$ cat config.mk
export PLATFORM = sky130hd
export DESIGN_NAME = traffic_gen
export DESIGN_NICKNAME = d
export VERILOG_FILES = /design/src/common/traffic_pkg.sv /design/src/traffic_gen/traffic_gen.sv
export SDC_FILE = /design/constraint.sdc
export NUM_CORES = 1
export LEC_CHECK = 0
export BUFFER_PORTS_ARGS = -buffer_cell sky130_fd_sc_hd__buf_2
export CORE_MARGIN = 3
export CORE_UTILIZATION = 45
export CTS_CLUSTER_DIAMETER = 100
export CTS_CLUSTER_SIZE = 28
export DETAILED_ROUTE_END_ITERATION = 10
export GPL_TIMING_DRIVEN = 1
export PLACE_DENSITY_LB_ADDON = 0.15
export SLEW_MARGIN = 20
export SYNTH_ARGS = -nofsm -noshare
export SYNTH_HDL_FRONTEND = slang
export SYNTH_SLANG_ARGS = --single-unit
$ cat constraint.sdc
create_clock -name slow_clk -period 6.7 [get_ports slow_clk]
set_input_delay 1.34 -clock slow_clk [delete_from_list [all_inputs] [get_ports slow_clk]]
set_output_delay 1.34 -clock slow_clk [all_outputs]
set_load 0.1 [all_outputs]
$ cat src/common/traffic_pkg.sv
// Widths here fix the struct layouts; module ADDR_W and DATA_W must match these defaults
package traffic_pkg;

    // ----------------------------------------
    // Widths and basic types
    // ----------------------------------------
    localparam int ADDR_W = 10;
    localparam int DATA_W = 32;

    // One memory word address
    typedef logic [ADDR_W-1:0] mem_addr_t;
    // One memory word
    typedef logic [DATA_W-1:0] mem_data_t;
    // Counters and the interval period
    typedef logic [31:0] count_t;

    // ----------------------------------------
    // Register map, byte offsets
    // ----------------------------------------
    localparam logic [7:0] REG_CTRL     = 8'h00;
    localparam logic [7:0] REG_INTERVAL = 8'h04;
    localparam logic [7:0] REG_STEP     = 8'h08;
    localparam logic [7:0] REG_INJECT   = 8'h0C;
    // Read-only status
    localparam logic [7:0] REG_PASSES   = 8'h10;
    localparam logic [7:0] REG_ERRORS   = 8'h14;
    localparam logic [7:0] REG_LAST     = 8'h18;

    // Pass sequencer
    typedef enum logic [1:0] {
        IDLE,
        WRITE,
        READ,
        CHECK
    } gen_state_e;

    // Generator to memory request, held until rdy
    typedef struct packed {
        logic      en;
        logic      write;
        mem_addr_t addr;
        mem_data_t wdata;
    } mem_req_s;

    // Generator results seen by the registers
    typedef struct packed {
        count_t    passes;
        count_t    errors;
        mem_data_t last_data;
    } gen_status_s;

endpackage

$ cat src/traffic_gen/traffic_gen.sv
// One pass in flight; ticks during a busy pass are dropped, and a pass always runs to completion
module traffic_gen
    import traffic_pkg::*;
#(
    parameter int ADDR_W = 10,
    parameter int DATA_W = 32
) (
    input  logic        slow_clk,
    input  logic        rst,
    input  logic        enable,
    input  count_t      interval,
    input  mem_addr_t   step,
    input  mem_data_t   inject_mask,
    // Memory handshake
    input  logic        rdy,
    input  mem_data_t   rdata,
    output mem_req_s    req,
    output gen_status_s status
);

    gen_state_e         state_q;
    count_t             timer_q;
    count_t             passes_q, errors_q;
    logic [ADDR_W-1:0]  addr_q;
    logic [DATA_W-1:0]  seq_q;
    logic [DATA_W-1:0]  wdata_q;
    logic [DATA_W-1:0]  rd_q;
    logic [DATA_W-1:0]  last_q;
    logic               tick;

    // ----------------------------------------
    // Interval timer
    // ----------------------------------------
    // Fires once every interval cycles
    assign tick = enable && (timer_q + 32'd1 >= interval);

    always_ff @(posedge slow_clk) begin
        if (rst || !enable)
            timer_q <= '0;
        else if (tick)
            timer_q <= '0;
        else
            timer_q <= timer_q + 32'd1;
    end

    // ----------------------------------------
    // Pass sequencer
    // ----------------------------------------
    always_ff @(posedge slow_clk) begin
        if (rst) begin
            state_q  <= IDLE;
            passes_q <= '0;
            errors_q <= '0;
            addr_q   <= '0;
            seq_q    <= '0;
        end else begin
            case (state_q)
                IDLE: begin
                    if (tick)
                        state_q <= WRITE;
                end
                WRITE: begin
                    if (rdy)
                        state_q <= READ;
                end
                READ: begin
                    if (rdy)
                        state_q <= CHECK;
                end
                CHECK: begin
                    state_q  <= IDLE;
                    passes_q <= passes_q + 32'd1;
                    // Readback against the unmasked value
                    if (rd_q != seq_q)
                        errors_q <= errors_q + 32'd1;
                    // Wraps at memory depth
                    addr_q   <= addr_q + step;
                    seq_q    <= seq_q + 1'b1;
                end
                default: state_q <= IDLE;
            endcase
        end
    end

    // Write word frozen at pass start, mask changes wait for the next pass
    always_ff @(posedge slow_clk) begin
        if (state_q == IDLE && tick)
            wdata_q <= seq_q ^ inject_mask;
        if (state_q == READ && rdy)
            rd_q <= rdata;
        if (state_q == CHECK)
            last_q <= rd_q;
    end

    // Request straight from state, stable until rdy
    always_comb begin
        req.en    = (state_q == WRITE) || (state_q == READ);
        req.write = (state_q == WRITE);
        req.addr  = addr_q;
        req.wdata = wdata_q;
    end

    // last_data is undefined until the first pass completes
    assign status.passes    = passes_q;
    assign status.errors    = errors_q;
    assign status.last_data = last_q;

endmodule
==> metrics list <==
* Worst slew pin tran: 1030 ps
- During I/O placement, the number of pins put on the boundary was 250.
- For this block, the routed nets add up to 26800 um of wire.
- # setup viols final: 0
- Number of sinks driven by the clock tree: 236
* Clock share of power: 34.3%
- TNS Setup: 0 ps
- Part of the cycle the worst path needs: 72.7%
- The run finished with clean final reports.
- After synthesis, the largest family of logic cells by area is simple AND/OR/NAND/NOR gates.
- Total power for the finished layout comes to 2.45 mW.
- RSZ-0062 raised after global routing: false
- The floorplan step set the die height to 163 um.
- After clock tree synthesis, the clock-pin slew on the worst setup and hold paths is 100 ps.
- CP arrival: 4970 ps
- A synthesized cell averages 10.3 um^2.
- Counting flops and latches in the post-synthesis netlist gives 236.
- Normalized max-slew margin: 31.2%
* Maximum clock skew at final layout: 23.9 ps
* Async set-reset flop share out of synthesis: 0%
- Min Clock Period, post-route: 4870 ps
* Area share of xor/xnor cells in the synthesized design: 12.1%
* Clk_lat worst skew: 490 ps
- Utilization of the core after routing: 54.5%
* Number of distinct library cells after synthesis: 59
- Effective utilization at floorplan: 46.4%
- Most frequent cells in the layout: sky130_fd_sc_hd__buf_2, sky130_fd_sc_hd__dfxtp_1, sky130_fd_sc_hd__nor2_1, sky130_fd_sc_hd__edfxtp_1, sky130_fd_sc_hd__xnor2_1
* Die Footprint: 26500 um^2
- Vias in the first global route: 8049
- Post-CTS timing repair inserted 0 buffers for setup.
* Worst EP required: 6800 ps
- Sequential cells were found to cover 51.4% of the synthesized design area.
* Total track usage: 19.7%
* Port Buf Inserts: 249
- Routability-driven placement finished with a final weighted congestion of 0.844.
* Number of vias in the routed layout: 8440
- In the final layout, the share of cells above drive strength 1 is 22.6%.
- After global routing the overflow that remains totals 0.
- Net switching is 21.7% of the power.
* Standard cell core area: 23800 um^2
- For this run, the leading register cell type out of synthesis is sky130_fd_sc_hd__dfxtp_1.
- Leaving out fill and tap cells, the most frequent cell in the layout is sky130_fd_sc_hd__buf_2.
- The root buffer cell chosen for the clock tree is sky130_fd_sc_hd__clkbuf_16.
- Power density over the cells: 188 nW/um^2
* Max IR drop VDD: 0.000186 V
* Post-CTS Hold Fix Bufs: 0
* Crit Path Class: reg2reg
- Syn. warnings: 0
- DRC violation total after the first TritonRoute iteration: 477
- FP Rows: 56
- Max Clk Rate: 0.205 GHz
- Syn-to-layout area delta: 17.3%
- Of all nets on the critical path, the largest fanout is 32.
- Crit end category: register
* Number of buffers inserted during clock tree synthesis: 12
* Post-synthesis share of cell area spent on and, or, nand and nor gates: 19.3%
* Final Slew Violations: 0
- Detailed-routing iteration count for the pre-antenna-repair pass: 5
- Leakage power: 5.31 nW
- P_int: 1.92 mW
- Via density per instance: 5.19
* Post-synthesis share of cell area spent on full adders, half adders and majority gates: 5.84%
- Seq pwr share: 61.0%
- WL per Instance: 16.5 um
* Half-perimeter wire length after placement: 20100 um
* Syn Std Cell Area: 11100 um^2
- Worst setup SP type: register
- Max-cap violations in this run came to 0.
- TritonCTS built the clock tree.
- Combinational logic is responsible for 4.7% of the overall power.
* Switching power: 531 uW
- The count of nets left with antenna violations once routing finished came out at 0.
* Post-placement worst setup slack: 1740 ps
- The number of endpoints with negative hold slack in the final report was 0.
* Number of standard cells after synthesis: 1069
- The number of nets handed over by synthesis was 1230.
- The path class of the tightest hold or removal check is reg2reg.
- After the last flow step, the layout net total stands at 1457.
- Antenna violations before repair: 5
- EDFF count, synth: 96
* Post-synthesis mux area share: 1.13%
- Setup slack on the critical path of the routed design comes to 1830 ps.
* Number of levels the H-tree was split into: 1
- The die is 163 um wide.
- The first global-routing pass estimated 42100 um of wire.
- The clock passes through at most 3 buffers.
* Largest net degree at the start of global routing: 66
* DRC: 0
* Post_cts resized: 0
* Compound-Gate Fraction of Synth Area: 6.90%
-- routing by layer --
layer / track usage (%) / part of all wire (%) / vias up
li1: - / - / 4240
met1: 26.2 / 44 / 3936
met2: 32.9 / 47 / 221
met3: 4.30 / 6.5 / 35
met4: 4.42 / 2.0 / 8
met5: 0 / 0.21 / -
-- cell type report --
class | count | area, um^2
Clock inverter | 1 | 16.3
Timing Repair Buffer | 252 | 1270
Multi-Input combinational cell | 739 | 5030
Inverter | 55 | 206
Fill cell | 2234 | 10800
Sequential cell | 236 | 5690
Clock buffer | 19 | 358
Tap cell | 319 | 399
Antenna cell | 4 | 10.0
-- cells in the mapped netlist (26+ instances only) --
cell,count,area [um^2]
sky130_fd_sc_hd__a21oi_1,41,205
sky130_fd_sc_hd__clkbuf_1,28,105
sky130_fd_sc_hd__dfxtp_1,140,2800
sky130_fd_sc_hd__edfxtp_1,96,2880
sky130_fd_sc_hd__ha_1,50,626
sky130_fd_sc_hd__inv_1,54,203
sky130_fd_sc_hd__nand2_1,61,229
sky130_fd_sc_hd__nand3_1,43,215
sky130_fd_sc_hd__nand4_1,45,282
sky130_fd_sc_hd__nor2_1,98,368
sky130_fd_sc_hd__nor2b_1,35,219
sky130_fd_sc_hd__o21ai_0,26,130
sky130_fd_sc_hd__xnor2_1,77,674
sky130_fd_sc_hd__xor2_1,76,666
-- power groups by stage --
stage,combinational [mW],sequential (mW),clock (mW)
final,0.115,1.49,0.838
after detailed placement,0.115,1.53,0
after floorplan,0.0649,1.52,0
after CTS,0.117,1.49,0.874
after global routing,0.130,1.49,0.914
after global placement,0.114,1.53,0
-- final timing paths --
check	from	endpoint	slack (ps)	cells past startpoint
setup / recovery	timer_q[2]$_SDFF_PP0_	wdata_q[23]$_DFFE_PP_	1830	12
hold / removal	timer_q[0]$_SDFF_PP0_	timer_q[0]$_SDFF_PP0_	460	1
setup reg to reg	timer_q[2]$_SDFF_PP0_	wdata_q[23]$_DFFE_PP_	1830	12
hold reg to reg	timer_q[0]$_SDFF_PP0_	timer_q[0]$_SDFF_PP0_	460	1
-- registers in the layout, indices dropped and copies added, names as in the netlist --
| name | cells |
|---|---|
| rd_q | 32 |
| state_q | 2 |
| addr_q | 10 |
| passes_q | 32 |
| timer_q | 32 |
| seq_q | 32 |
| errors_q | 32 |
| last_q | 32 |
| wdata_q | 32 |
-- cell families (layout without fill, tap and decap cells) --
group,count (synthesis),count (layout)
other,0,4
xor gates and xnor gates,153,153
DFF,236,236
AOI/OAI and AO/OA,120,120
muxes,12,12
adders and majority gates,51,51
buffers and inverters,94,327
and+or+nand+nor,403,403
-- metrics by stage --
step	instance area, um^2	hold WS [ps]	std cells
after detailed placement	12600	450	1601
after global routing	13000	488	1622
after global placement	12600	446	1601
after floorplan	11100	429	1069
final	13000	463	1625
after CTS	13000	472	1621
-- critical path, stage by stage (launching register included) --
cell and delay, ps:
sky130_fd_sc_hd__dfxtp_1 400, sky130_fd_sc_hd__and4_1 270, sky130_fd_sc_hd__nand4_1 230, sky130_fd_sc_hd__nor3_1 710, sky130_fd_sc_hd__nand4_1 220, sky130_fd_sc_hd__xnor2_1 190, sky130_fd_sc_hd__ha_1 300, sky130_fd_sc_hd__nand4_1 150
sky130_fd_sc_hd__or4_1 600, sky130_fd_sc_hd__a211oi_1 220, sky130_fd_sc_hd__a221oi_1 110, sky130_fd_sc_hd__and2_1 250, sky130_fd_sc_hd__nor2_4 810
No activity file was read; power rests on OpenSTA's default activity.
