`src/common/traffic_pkg.sv`:
```
// Widths here fix the struct layouts; module ADDR_W and DATA_W must match these defaults
package traffic_pkg;

    // ----------------------------------------
    // Widths and basic types
    // ----------------------------------------
    localparam int ADDR_W = 10;
    localparam int DATA_W = 32;

    // One memory word address
    typedef logic [ADDR_W-1:0] mem_addr_t;
    // One memory word
    typedef logic [DATA_W-1:0] mem_data_t;
    // Counters and the interval period
    typedef logic [31:0] count_t;

    // ----------------------------------------
    // Register map, byte offsets
    // ----------------------------------------
    localparam logic [7:0] REG_CTRL     = 8'h00;
    localparam logic [7:0] REG_INTERVAL = 8'h04;
    localparam logic [7:0] REG_STEP     = 8'h08;
    localparam logic [7:0] REG_INJECT   = 8'h0C;
    // Read-only status
    localparam logic [7:0] REG_PASSES   = 8'h10;
    localparam logic [7:0] REG_ERRORS   = 8'h14;
    localparam logic [7:0] REG_LAST     = 8'h18;

    // Pass sequencer
    typedef enum logic [1:0] {
        IDLE,
        WRITE,
        READ,
        CHECK
    } gen_state_e;

    // Generator to memory request, held until rdy
    typedef struct packed {
        logic      en;
        logic      write;
        mem_addr_t addr;
        mem_data_t wdata;
    } mem_req_s;

    // Generator results seen by the registers
    typedef struct packed {
        count_t    passes;
        count_t    errors;
        mem_data_t last_data;
    } gen_status_s;

endpackage

```
`src/hw/traffic_regs.sv`:
```
// AXI4-Lite slave with single outstanding write and read; responses are always OKAY
module traffic_regs
    import traffic_pkg::*;
(
    input  logic        slow_clk,
    input  logic        rst,
    // Write address and data
    input  logic [7:0]  awaddr,
    input  logic        awvalid,
    output logic        awready,
    input  logic [31:0] wdata,
    input  logic [3:0]  wstrb,
    input  logic        wvalid,
    output logic        wready,
    // Write response
    output logic        bvalid,
    output logic [1:0]  bresp,
    input  logic        bready,
    // Read channels
    input  logic [7:0]  araddr,
    input  logic        arvalid,
    output logic        arready,
    output logic [31:0] rdata,
    output logic        rvalid,
    output logic [1:0]  rresp,
    input  logic        rready,
    // Generator side
    input  gen_status_s status,
    output logic        enable,
    output count_t      interval,
    output mem_addr_t   step,
    output mem_data_t   inject_mask
);

    localparam logic [1:0] RESP_OKAY = 2'b00;

    logic        aw_seen_q, w_seen_q, bvalid_q, rvalid_q;
    logic [7:0]  aw_addr_q;
    logic [31:0] w_data_q, rdata_q, rd_mux;
    logic [3:0]  w_strb_q;
    logic        aw_hs, w_hs, ar_hs, aw_have, w_have;
    logic [7:0]  wr_addr;
    logic [31:0] wr_data;
    logic [3:0]  wr_strb;
    logic        enable_q;
    count_t      interval_q;
    mem_addr_t   step_q;
    mem_data_t   mask_q;

    // Byte-lane merge of a write into a register
    function automatic logic [31:0] merge(input logic [31:0] old, input logic [31:0] data,
                                          input logic [3:0] strb);
        logic [31:0] res;
        res = old;
        for (int i = 0; i < 4; i++) begin
            if (strb[i])
                res[8*i +: 8] = data[8*i +: 8];
        end
        return res;
    endfunction

    // ----------------------------------------
    // Write path
    // ----------------------------------------
    // No new address or data while a response waits
    assign awready = !aw_seen_q && !bvalid_q;
    assign wready  = !w_seen_q && !bvalid_q;
    assign aw_hs   = awvalid && awready;
    assign w_hs    = wvalid && wready;
    assign aw_have = aw_seen_q || aw_hs;
    assign w_have  = w_seen_q || w_hs;
    // Latched beat if earlier, else the live one
    assign wr_addr = aw_seen_q ? aw_addr_q : awaddr;
    assign wr_data = w_seen_q ? w_data_q : wdata;
    assign wr_strb = w_seen_q ? w_strb_q : wstrb;

    always_ff @(posedge slow_clk) begin
        if (aw_hs)
            aw_addr_q <= awaddr;
        if (w_hs) begin
            w_data_q <= wdata;
            w_strb_q <= wstrb;
        end
    end

    always_ff @(posedge slow_clk) begin
        if (rst) begin
            aw_seen_q  <= 1'b0;
            w_seen_q   <= 1'b0;
            bvalid_q   <= 1'b0;
            enable_q   <= 1'b0;
            interval_q <= count_t'(16);
            step_q     <= mem_addr_t'(1);
            mask_q     <= '0;
        end else begin
            if (bvalid_q && bready)
                bvalid_q <= 1'b0;
            if (aw_have && w_have) begin
                // Both halves in, commit and respond next cycle
                aw_seen_q <= 1'b0;
                w_seen_q  <= 1'b0;
                bvalid_q  <= 1'b1;
                case (wr_addr)
                    REG_CTRL: begin
                        if (wr_strb[0])
                            enable_q <= wr_data[0];
                    end
                    REG_INTERVAL: interval_q <= merge(interval_q, wr_data, wr_strb);
                    REG_STEP:     step_q <= mem_addr_t'(merge(32'(step_q), wr_data, wr_strb));
                    REG_INJECT:   mask_q <= mem_data_t'(merge(32'(mask_q), wr_data, wr_strb));
                    default: ;
                endcase
            end else begin
                if (aw_hs)
                    aw_seen_q <= 1'b1;
                if (w_hs)
                    w_seen_q <= 1'b1;
            end
        end
    end

    // ----------------------------------------
    // Read path
    // ----------------------------------------
    always_comb begin
        case (araddr)
            REG_CTRL:     rd_mux = {31'd0, enable_q};
            REG_INTERVAL: rd_mux = interval_q;
            REG_STEP:     rd_mux = 32'(step_q);
            REG_INJECT:   rd_mux = 32'(mask_q);
            REG_PASSES:   rd_mux = status.passes;
            REG_ERRORS:   rd_mux = status.errors;
            REG_LAST:     rd_mux = 32'(status.last_data);
            // Unmapped reads as zero
            default:      rd_mux = '0;
        endcase
    end

    assign arready = !rvalid_q;
    assign ar_hs   = arvalid && arready;

    always_ff @(posedge slow_clk) begin
        if (rst)
            rvalid_q <= 1'b0;
        else if (ar_hs)
            rvalid_q <= 1'b1;
        else if (rvalid_q && rready)
            rvalid_q <= 1'b0;
    end

    // Status sampled at the address beat
    always_ff @(posedge slow_clk) begin
        if (ar_hs)
            rdata_q <= rd_mux;
    end

    assign bvalid      = bvalid_q;
    assign bresp       = RESP_OKAY;
    assign rvalid      = rvalid_q;
    assign rdata       = rdata_q;
    assign rresp       = RESP_OKAY;
    assign enable      = enable_q;
    assign interval    = interval_q;
    assign step        = step_q;
    assign inject_mask = mask_q;

endmodule

```
`config.mk`:
```
export PLATFORM = sky130hd
export DESIGN_NAME = traffic_regs
export DESIGN_NICKNAME = d
export VERILOG_FILES = /design/src/common/traffic_pkg.sv /design/src/hw/traffic_regs.sv
export SDC_FILE = /design/constraint.sdc
export NUM_CORES = 1
export LEC_CHECK = 0
export CAP_MARGIN = 30
export CORE_MARGIN = 1.5
export CORE_UTILIZATION = 40
export CTS_CLUSTER_DIAMETER = 120
export DETAILED_ROUTE_END_ITERATION = 10
export DONT_BUFFER_PORTS = 1
export PLACE_DENSITY_LB_ADDON = 0.3
export REMOVE_ABC_BUFFERS = 1
export SETUP_SLACK_MARGIN = 0.05
export SLEW_MARGIN = 30
export SYNTH_ARGS = -nofsm -noshare
export SYNTH_HDL_FRONTEND = slang
export SYNTH_SLANG_ARGS = --single-unit
```
`constraint.sdc`:
```
create_clock -name slow_clk -period 2.9 [get_ports slow_clk]
set_input_delay 0.29 -clock slow_clk [delete_from_list [all_inputs] [get_ports slow_clk]]
set_output_delay 0.29 -clock slow_clk [all_outputs]
set_load 0.02 [all_outputs]
```
==> run summary, run 1 <==
• **run status** complete, no violations
• **Detail Route Antenna Nets** 0
• **cts hold-fix bufs** 46
• **maxcap violations** 0
• **Initial DRC Count** 323
• **minimum hold slack** 0.0823 ns
• **#FFs+latches synth** 155
• **slowest stage cell on the critical path** sky130_fd_sc_hd__a2111oi_4
• **most instantiated library cell after synthesis** sky130_fd_sc_hd__dfxtp_1
• **TritonCTS clock tree** yes
• **WP data required** 3.21 ns
• **CP Data Arrival Time** 2.65 ns
• **RSZ-0062 raised after global routing** false
• **cells traversed along the worst timing path** nor3_1 -> nand2_1 -> a2111oi_4 -> mux2_2
• **global-route wire length before repair** 33100 um
• **via-per-instance ratio** 5.99
• **Die X** 138 um
• **die area** 19100 sq um
• **average wire per standard cell** 24.4 um
• **Worst Hold End** bvalid
• **Die Height** 138 um
• **Worst Reg-to-Reg Cells** 4
• **Core Region** 18000 sq um
• **clock transition at the register clock pins on the worst setup and hold paths after CTS** 0.06 ns
• **cell types occupying the most area after synthesis** sky130_fd_sc_hd__edfxtp_1, sky130_fd_sc_hd__dfxtp_1, sky130_fd_sc_hd__mux2_2, sky130_fd_sc_hd__mux2i_1, sky130_fd_sc_hd__nor2b_1
• **Max Slew Vio Count** 0
• **post-CTS setup-driven buffer insertion count** 0
• **Clock Sink Count** 155
• **layout cells sized above 1** 21.2%
• **wirelength, routed** 21900 um
• **number of buffers inserted during clock tree synthesis** 17
• **Root Driver** sky130_fd_sc_hd__clkbuf_16
• **total chip power** 0.00508 W
• **number of distinct standard cells referenced by the synthesized netlist** 48
• **number of endpoints failing setup at the final stage** 0
• **leakage power** 2.99 nW
• **maximum number of pins on one net before global-route repair** 111
• **number of antenna diodes** 0
• **All-Layer GR Usage** 22.7%
• **instance count along the most critical hold path** 2
• **layout filler cell count** 1639
• **top flip-flop cell by instance count after synthesis** sky130_fd_sc_hd__dfxtp_1
• **top cell types by occurrence after synthesis** sky130_fd_sc_hd__dfxtp_1, sky130_fd_sc_hd__edfxtp_1, sky130_fd_sc_hd__mux2_2
• **number of warnings reported in the yosys synthesis log** 0
• **reg-to-reg startpoint** aw_seen_q
• **buffer levels on the longest clock path** 2
• **critical path type** flop to flop
• **number of cells upsized or downsized after cts** 0
• **relative slew slack** 35.5%
• **minimum setup slack after placement** 0.561 ns
• **endpoint of the lowest-slack register-to-register path** interval[27]
• **Synth-to-Final Area Change** 17.9%
• **first-pass detailed-route iteration total** 8
• **Worst Min Path Start** bready
• **max frequency** 427 MHz
• **mapped cell area** 7310 sq um
• **utilization of the core after routing** 48.0%
• **Final #Nets** 812
• **dpl hpwl** 14700 um
• **crit share post-route** 80.8%
• **final number of hold-violating endpoints** 0
• **Setup Skew** 0.0125 ns
• **highest net fanout along the worst path** 12
• **IR Drop Worst-Case VDD** 405 uV
• **number of antenna violations at the first check in global routing** 0
• **CP peak stage delay** 0.80 ns
• **initial core utilization** 40.7%
• **Final min period** 2.34 ns
• **Power per Cell Area** 590 nW/um^2
• **Setup crit start** aw_seen_q
• **sequential share of the synthesized area** 52.8%
• **synthesized instance count** 618
• **post-detailed-route DRC marker count** 0
• **CTS H-tree lvls** 4
• **via count of the routed design** 5383
• **clock latency at the later pin of the worst-skew pair** 0.43 ns
• **GP Congestion** 0.825
• **CP Capture Type** flop
• **number of input and output port buffers inserted** 0
• **crit path setup slack, layout** 0.558 ns
• **Post-Place Cells** 821
• **post-synth top area share** 31.2%
• **library cell occupying the most area in the post-synthesis netlist** sky130_fd_sc_hd__edfxtp_1
• **Post-synth EDFFs** 76
• **I/O pins** 271
• **syn avg cell area** 11.8 sq um
• **number of cells in the finished layout apart from fillers** 899
• **Row Count** 49
• **Setup crit start kind** flop
• **share of async-settable or async-resettable flops after synthesis** 0%
• **type of the tightest min-delay check** input port to flop
• **remaining global-route overflow** 0
• **via count of the first global-routing pass** 5721
• **transition time at the pin with the least slew margin** 0.954 ns
• **reg-to-reg setup timing slack** 0.56 ns
[how the worst max path moves through the flow]
stage                   endpoint  cells after the start
floorplan              rdata[12]                      4
global placement    interval[24]                      4
detailed placement  interval[27]                      4
CTS                 interval[27]                      4
global route        interval[25]                      4
finish              interval[27]                      4
[power breakdown]
part | switching, W | internal [W] | total, W
clock network | 0.000938 | 0.00132 | 0.00226
logic | 0.000207 | 0.000146 | 0.000353
registers | 0.0000763 | 0.00239 | 0.00247
total | 0.00122 | 0.00386 | 0.00508
[cells by family (layout without fill, tap and decap cells)]
family	count (synthesis)	in the layout	share of synthesized area (%)
buffers and inverters	51	100	3.25
AO/OA/AOI/OAI	131	131	14.6
AND/OR/NAND/NOR	167	167	12.6
multiplexers	113	113	16.7
other	1	4	0.0513
flip-flops	155	155	52.8
[sequential cells by signal, indices dropped and copies added, names as in the netlist]
name and cells:
aw_seen_q 1, inject_mask 32, rdata 32, w_data_q 32, rvalid 1, bvalid 1, enable 1, aw_addr_q 8
step 10, interval 32, w_strb_q 4, w_seen_q 1
[worst max-delay path, delay by kind of cell (launching register included)]
family	cells	cell delay, ns
AOI/OAI and AO/OA	1	0.80
muxes	1	0.41
and+or+nand+nor	2	0.59
DFF	1	0.42
[cells in the final DEF, fill, tap and decap left out, types with 9 or more instances in the layout]
master,synthesis,routed
sky130_fd_sc_hd__clkbuf_16,0,17
sky130_fd_sc_hd__nor2_1,44,43
sky130_fd_sc_hd__nand2_1,13,13
sky130_fd_sc_hd__o221ai_1,9,9
sky130_fd_sc_hd__edfxtp_1,76,76
sky130_fd_sc_hd__a21oi_1,11,11
sky130_fd_sc_hd__nor2b_1,65,64
sky130_fd_sc_hd__a22oi_1,40,40
sky130_fd_sc_hd__o22ai_1,9,9
sky130_fd_sc_hd__a222oi_1,15,15
sky130_fd_sc_hd__dfxtp_1,79,78
sky130_fd_sc_hd__o21ai_0,14,14
sky130_fd_sc_hd__mux2_2,71,71
sky130_fd_sc_hd__dlygate4sd3_1,0,46
sky130_fd_sc_hd__buf_4,7,18
sky130_fd_sc_hd__mux2i_1,42,42
[metrics by stage]
step,TNS [ns],area [sq um]
final,0,8620
after detailed placement,0,7560
after global routing,0,8620
after global placement,0,7560
after CTS,0,8620
after floorplan,-12.95,7100
[cell type report]
cell class              count  area [sq um]  share of cell area, %
inverters                   3          11.3                  0.131
clock inverters            12           138                   1.60
well taps                 229           287                   3.33
clock buffers              20           457                   5.30
repair buffers             65           616                   7.14
flip-flops and latches    155          3860                   44.9
multi-input cells         415          3240                   37.6
[per-layer routing]
| layer | vias to the layer above | wire (um) | GRT usage (%) |
|---|---|---|---|
| met1 | 2638 | 8830 | 27.2 |
| met2 | 281 | 10900 | 38.6 |
| met3 | 43 | 1560 | 6.13 |
| li1 | 2421 | - | - |
| met4 | 0 | 600 | 9.64 |
| met5 | - | 0 | 0 |
Power figures use the tool's default switching activity.
==> run 2: changes to the inputs <==
clock period = 1.9 ns   (was 2.9 ns; I/O delays follow)
==> run 2 against run 1 <==
Compared with the run above:
- the flow now finishes with violations (negative setup slack)
- first-iteration DRC count up 20%
- global-route usage up 1.0 points
- cell count up 5.1%
- critical path depth up 1
- critical endpoint is now inject_mask[17]
- largest cell class unchanged
==> run summary, run 2 (synthesis gave the netlist of run 1 again) <==
• **run status** complete, but fails checks
• **failing checks** negative setup slack
• **Synth-to-Final Area Change** 27.2%
• **Final min period** 1.97 ns
• **number of endpoints failing setup at the final stage** 58
• **buffer levels on the longest clock path** 2
• **via count of the routed design** 5698
• **category of cells accounting for the largest share of critical-path delay** compound AO/OA/AOI/OAI gates
• **first-pass detailed-route iteration total** 6
• **dpl hpwl** 15200 um
• **global-route wire length before repair** 34900 um
• **via count of the first global-routing pass** 6034
• **number of cells in the finished layout apart from fillers** 945
• **most frequent standard cell in the layout excluding fill and tap cells** sky130_fd_sc_hd__dfxtp_1
• **CP peak stage delay** 0.55 ns
• **initial core utilization** 40.7%
• **wirelength, routed** 22900 um
• **crit share post-route** 103%
• **Core Region** 18000 sq um
• **maxcap violations** 0
• **cells traversed along the worst timing path** nor4_2 -> nand3_1 -> buf_6 -> a2111o_2 -> mux2_2
• **GP Congestion** 0.800
• **met1 demand-to-capacity share in global routing** 27.6%
• **crit path setup slack, layout** -0.0653 ns
• **CP Capture Type** flop
• **WP data required** 2.21 ns
• **WP buf/inv** 1
• **total chip power** 0.00748 W
• **die area** 19100 sq um
• **Detail Route Antenna Nets** 0
• **average wire per standard cell** 24.2 um
• **Initial DRC Count** 388
• **Max Slew Vio Count** 0
• **TritonCTS clock tree** yes
• **Post-Place Cells** 843
• **maximum number of pins on one net before global-route repair** 103
• **commonest cells after routing, fill and taps aside** sky130_fd_sc_hd__dfxtp_1, sky130_fd_sc_hd__edfxtp_1, sky130_fd_sc_hd__dlygate4sd3_1
• **final number of hold-violating endpoints** 0
• **type of the tightest min-delay check** input port to flop
• **Row Count** 49
• **Setup Skew** 0.00777 ns
• **relative slew slack** 62.0%
• **CTS H-tree lvls** 4
• **critical path type** flop to flop
• **RSZ-0062 raised after global routing** true
• **layout cells sized above 1** 23.7%
• **All-Layer GR Usage** 23.7%
• **via-per-instance ratio** 6.03
• **remaining global-route overflow** 0
• **highest net fanout along the worst path** 8
• **number of antenna violations at the first check in global routing** 0
• **CP Data Arrival Time** 2.27 ns
• **Die X** 138 um
• **most crowded layer after global routing** met2
• **clock latency at the later pin of the worst-skew pair** 0.42 ns
• **leakage power** 3.23 nW
• **minimum setup slack after placement** -0.163 ns
• **Clock Sink Count** 155
• **GR Layer Usage met2** 41.4%
• **IR Drop Worst-Case VDD** 604 uV
• **post-detailed-route DRC marker count** 0
• **Root Driver** sky130_fd_sc_hd__clkbuf_16
• **transition time at the pin with the least slew margin** 0.568 ns
• **number of buffers inserted during clock tree synthesis** 17
• **Setup crit start kind** flop
• **max frequency** 509 MHz
• **I/O pins** 271
• **Global Route met3 Usage** 6.10%
• **slowest stage cell on the critical path** sky130_fd_sc_hd__a2111o_2
• **Final #Nets** 858
• **Power per Cell Area** 805 nW/um^2
• **number of input and output port buffers inserted** 0
• **Die Height** 138 um
• **clock transition at the register clock pins on the worst setup and hold paths after CTS** 0.06 ns
• **number of antenna diodes** 0
## run 2: where the power goes
part	leakage, nW	switching, W	internal [W]
registers	1.37	0.000105	0.00365
clock network	0.238	0.00137	0.00170
logic	1.62	0.000364	0.000286
total	3.23	0.00184	0.00564
## run 2: final cells by class
class	instances	area, sq um
clock inverters	10	71.3
well taps	229	287
multi-input cells	415	3470
flip-flops and latches	155	3870
fillers	1569	8670
clock buffers	22	454
inverters	3	11.3
repair buffers	111	1130
## run 2: metrics by stage
stage | area [sq um] | hold WS [ns] | setup TNS, ns | utilization, %
floorplan | 7100 | 0.259 | -160.18 | -
global placement | 7800 | 0.278 | -9.15 | 43.4
detailed placement | 7800 | 0.284 | -7.97 | 43.4
CTS | 9200 | 0.00330 | -3.76 | 51.2
global route | 9300 | 0.00900 | -6.56 | 51.8
finish | 9300 | 0.0149 | -2.50 | 51.8
## run 2: routing by layer
metal	vias to the layer above	wire length, um
li1	2504	-
met1	2834	9010
met2	308	11600
met3	52	1550
met4	0	705
met5	-	0
## run 2: repair_timing
item / in CTS / in global routing
setup buffers: 0 / 1
hold buffers: 69 / 0
gates resized for setup: 48 / 23
endpoints found under the hold margin: 67 / 0
setup endpoints to repair: 74 / 79
pin swaps: 10 / 2
## run 2: path summary, 6_finish.rpt
| path | end | depth (start not counted) | start | slack [ns] |
|---|---|---|---|---|
| worst max-delay path | inject_mask[17] | 5 | aw_addr_q[4] | -0.07 |
| worst max register to register | inject_mask[17] | 5 | aw_addr_q[4] | -0.07 |
| worst min register to register | aw_seen_q | 2 | aw_seen_q | 0.56 |
| worst min-delay path | rdata[24] | 2 | status[24] | 0.01 |
==> run 3: changes to the inputs <==
clock period = 2.53 ns   (was 1.9 ns; I/O delays follow)
==> run 3 against run 2 <==
Compared with the run above:
- the run now ends clean
- sequential power decreased by 25%
- clock power down 16%
- via count down 4.5%
- setup slack gained 0.41 ns
- critical path type unchanged
- critical endpoint is now inject_mask[20]
==> run summary, run 3 (synthesis gave the netlist of run 1 again) <==
• **final number of hold-violating endpoints** 0
• **number of antenna violations at the first check in global routing** 0
• **initial core utilization** 40.7%
• **number of buffers inserted during clock tree synthesis** 17
• **Detail Route Antenna Nets** 0
• **wirelength, routed** 22400 um
• **reg-to-reg setup timing slack** 0.35 ns
• **reg-to-reg startpoint** aw_seen_q
• **buffer levels on the longest clock path** 2
• **Setup crit start kind** flop
• **GP Congestion** 0.825
• **Synth-to-Final Area Change** 18.6%
• **instance count along the most critical hold path** 2
• **Clock Sink Count** 155
• **type of the tightest min-delay check** input port to flop
• **CP peak stage delay** 0.69 ns
• **Final #Nets** 818
• **Setup Skew** 0.00821 ns
• **TritonCTS clock tree** yes
• **Root Driver** sky130_fd_sc_hd__clkbuf_16
• **number of input and output port buffers inserted** 0
• **most frequent standard cell in the layout excluding fill and tap cells** sky130_fd_sc_hd__dfxtp_1
• **slowest stage cell on the critical path** sky130_fd_sc_hd__a2111o_1
• **maxcap violations** 0
• **die area** 19100 sq um
• **global-route wire length before repair** 33700 um
• **run status** complete, no violations
• **Setup Total Neg Slack** 0 ns
• **commonest cells after routing, fill and taps aside** sky130_fd_sc_hd__dfxtp_1, sky130_fd_sc_hd__edfxtp_1, sky130_fd_sc_hd__mux2_2
• **Die X** 138 um
• **via count of the routed design** 5444
• **leakage power** 3.01 nW
• **Power per Cell Area** 672 nW/um^2
• **crit share post-route** 86.2%
• **IR Drop Worst-Case VDD** 425 uV
• **clock transition at the register clock pins on the worst setup and hold paths after CTS** 0.06 ns
• **number of antenna diodes** 0
• **highest net fanout along the worst path** 12
• **Max Slew Vio Count** 0
• **endpoint of the lowest-slack register-to-register path** inject_mask[20]
• **number of endpoints failing setup at the final stage** 0
• **average wire per standard cell** 24.8 um
• **CP Data Arrival Time** 2.49 ns
• **CTS H-tree lvls** 4
• **clock latency at the later pin of the worst-skew pair** 0.42 ns
• **RSZ-0062 raised after global routing** false
• **via-per-instance ratio** 6.02
• **dpl hpwl** 15300 um
• **Die Height** 138 um
• **Initial DRC Count** 379
• **CP Capture Type** flop
• **Worst Min Path Start** bready
• **post-CTS setup-driven buffer insertion count** 0
• **cells traversed along the worst timing path** nor3_1 -> nand2_1 -> a2111o_1 -> mux2_2
• **WP data required** 2.84 ns
• **layout cells sized above 1** 21.4%
• **All-Layer GR Usage** 23.1%
• **remaining global-route overflow** 0
• **Worst Hold End** bvalid
• **post-detailed-route DRC marker count** 0
• **maximum number of pins on one net before global-route repair** 111
• **critical path type** flop to flop
• **I/O pins** 271
• **transition time at the pin with the least slew margin** 0.943 ns
• **minimum hold slack** 0.0369 ns
• **first-pass detailed-route iteration total** 6
• **max frequency** 459 MHz
• **Worst Reg-to-Reg Cells** 4
• **relative slew slack** 36.9%
• **Final min period** 2.18 ns
• **Core Region** 18000 sq um
• **Row Count** 49
• **via count of the first global-routing pass** 5807
run 3: worst max path at each step:
stage,from,to,slack (ns),depth (start not counted)
2_1_floorplan,araddr[2],rdata[12],-0.88,4
3_3_place_gp,awaddr[4],inject_mask[19],0.39,4
3_5_place_dp,aw_seen_q,inject_mask[20],0.34,4
4_1_cts,aw_seen_q,inject_mask[20],0.33,4
5_1_grt,aw_seen_q,inject_mask[17],0.16,4
6_report,aw_seen_q,inject_mask[20],0.35,4
run 3: final cells by class:
class / count / area [sq um]
clock buffer: 23 / 479
multi-input combinational: 415 / 3240
inverter: 3 / 11.3
tap: 229 / 287
fill: 1634 / 9300
sequential: 155 / 3860
timing repair buffer: 71 / 673
clock inverter: 9 / 110
run 3: timing repair:
action	4_1_cts	5_1_grt
hold buffers	46	0
hold endpoints to repair	48	0
endpoints found under the setup margin	0	0
gates resized for setup	0	0
run 3: where the power goes:
part	internal, W	switching (W)
registers	0.00274	0.0000865
logic	0.000176	0.000249
clock network	0.00154	0.00103
run 3: metal layers:
metal  track usage [%]  part of all wire [%]  wire length (um)  up-vias
met4              9.86                   2.8               630        0
met3              6.55                   7.6              1690       47
li1                  -                     -                 -     2433
met1              27.4                    39              8810     2662
met2              39.4                    50             11300      302
met5                 0                     0                 0        -
run 3: metrics by stage:
stage | utilization, % | cells | area [sq um] | setup slack [ns] | power [W]
floorplan | - | 573 | 7100 | -0.882 | 0.00311
CTS | 48.3 | 905 | 8670 | 0.332 | 0.00588
detailed placement | 42.4 | 827 | 7620 | 0.338 | 0.00325
global placement | 42.4 | 827 | 7620 | 0.386 | 0.00324
finish | 48.3 | 905 | 8670 | 0.349 | 0.00583
global route | 48.3 | 905 | 8670 | 0.159 | 0.00601
run 3: critical path: cells and delay by family (launching register included):
kind            cells  cell delay (ns)
compound gates      1             0.69
mux                 1             0.34
flops               1             0.42
simple gates        2             0.62
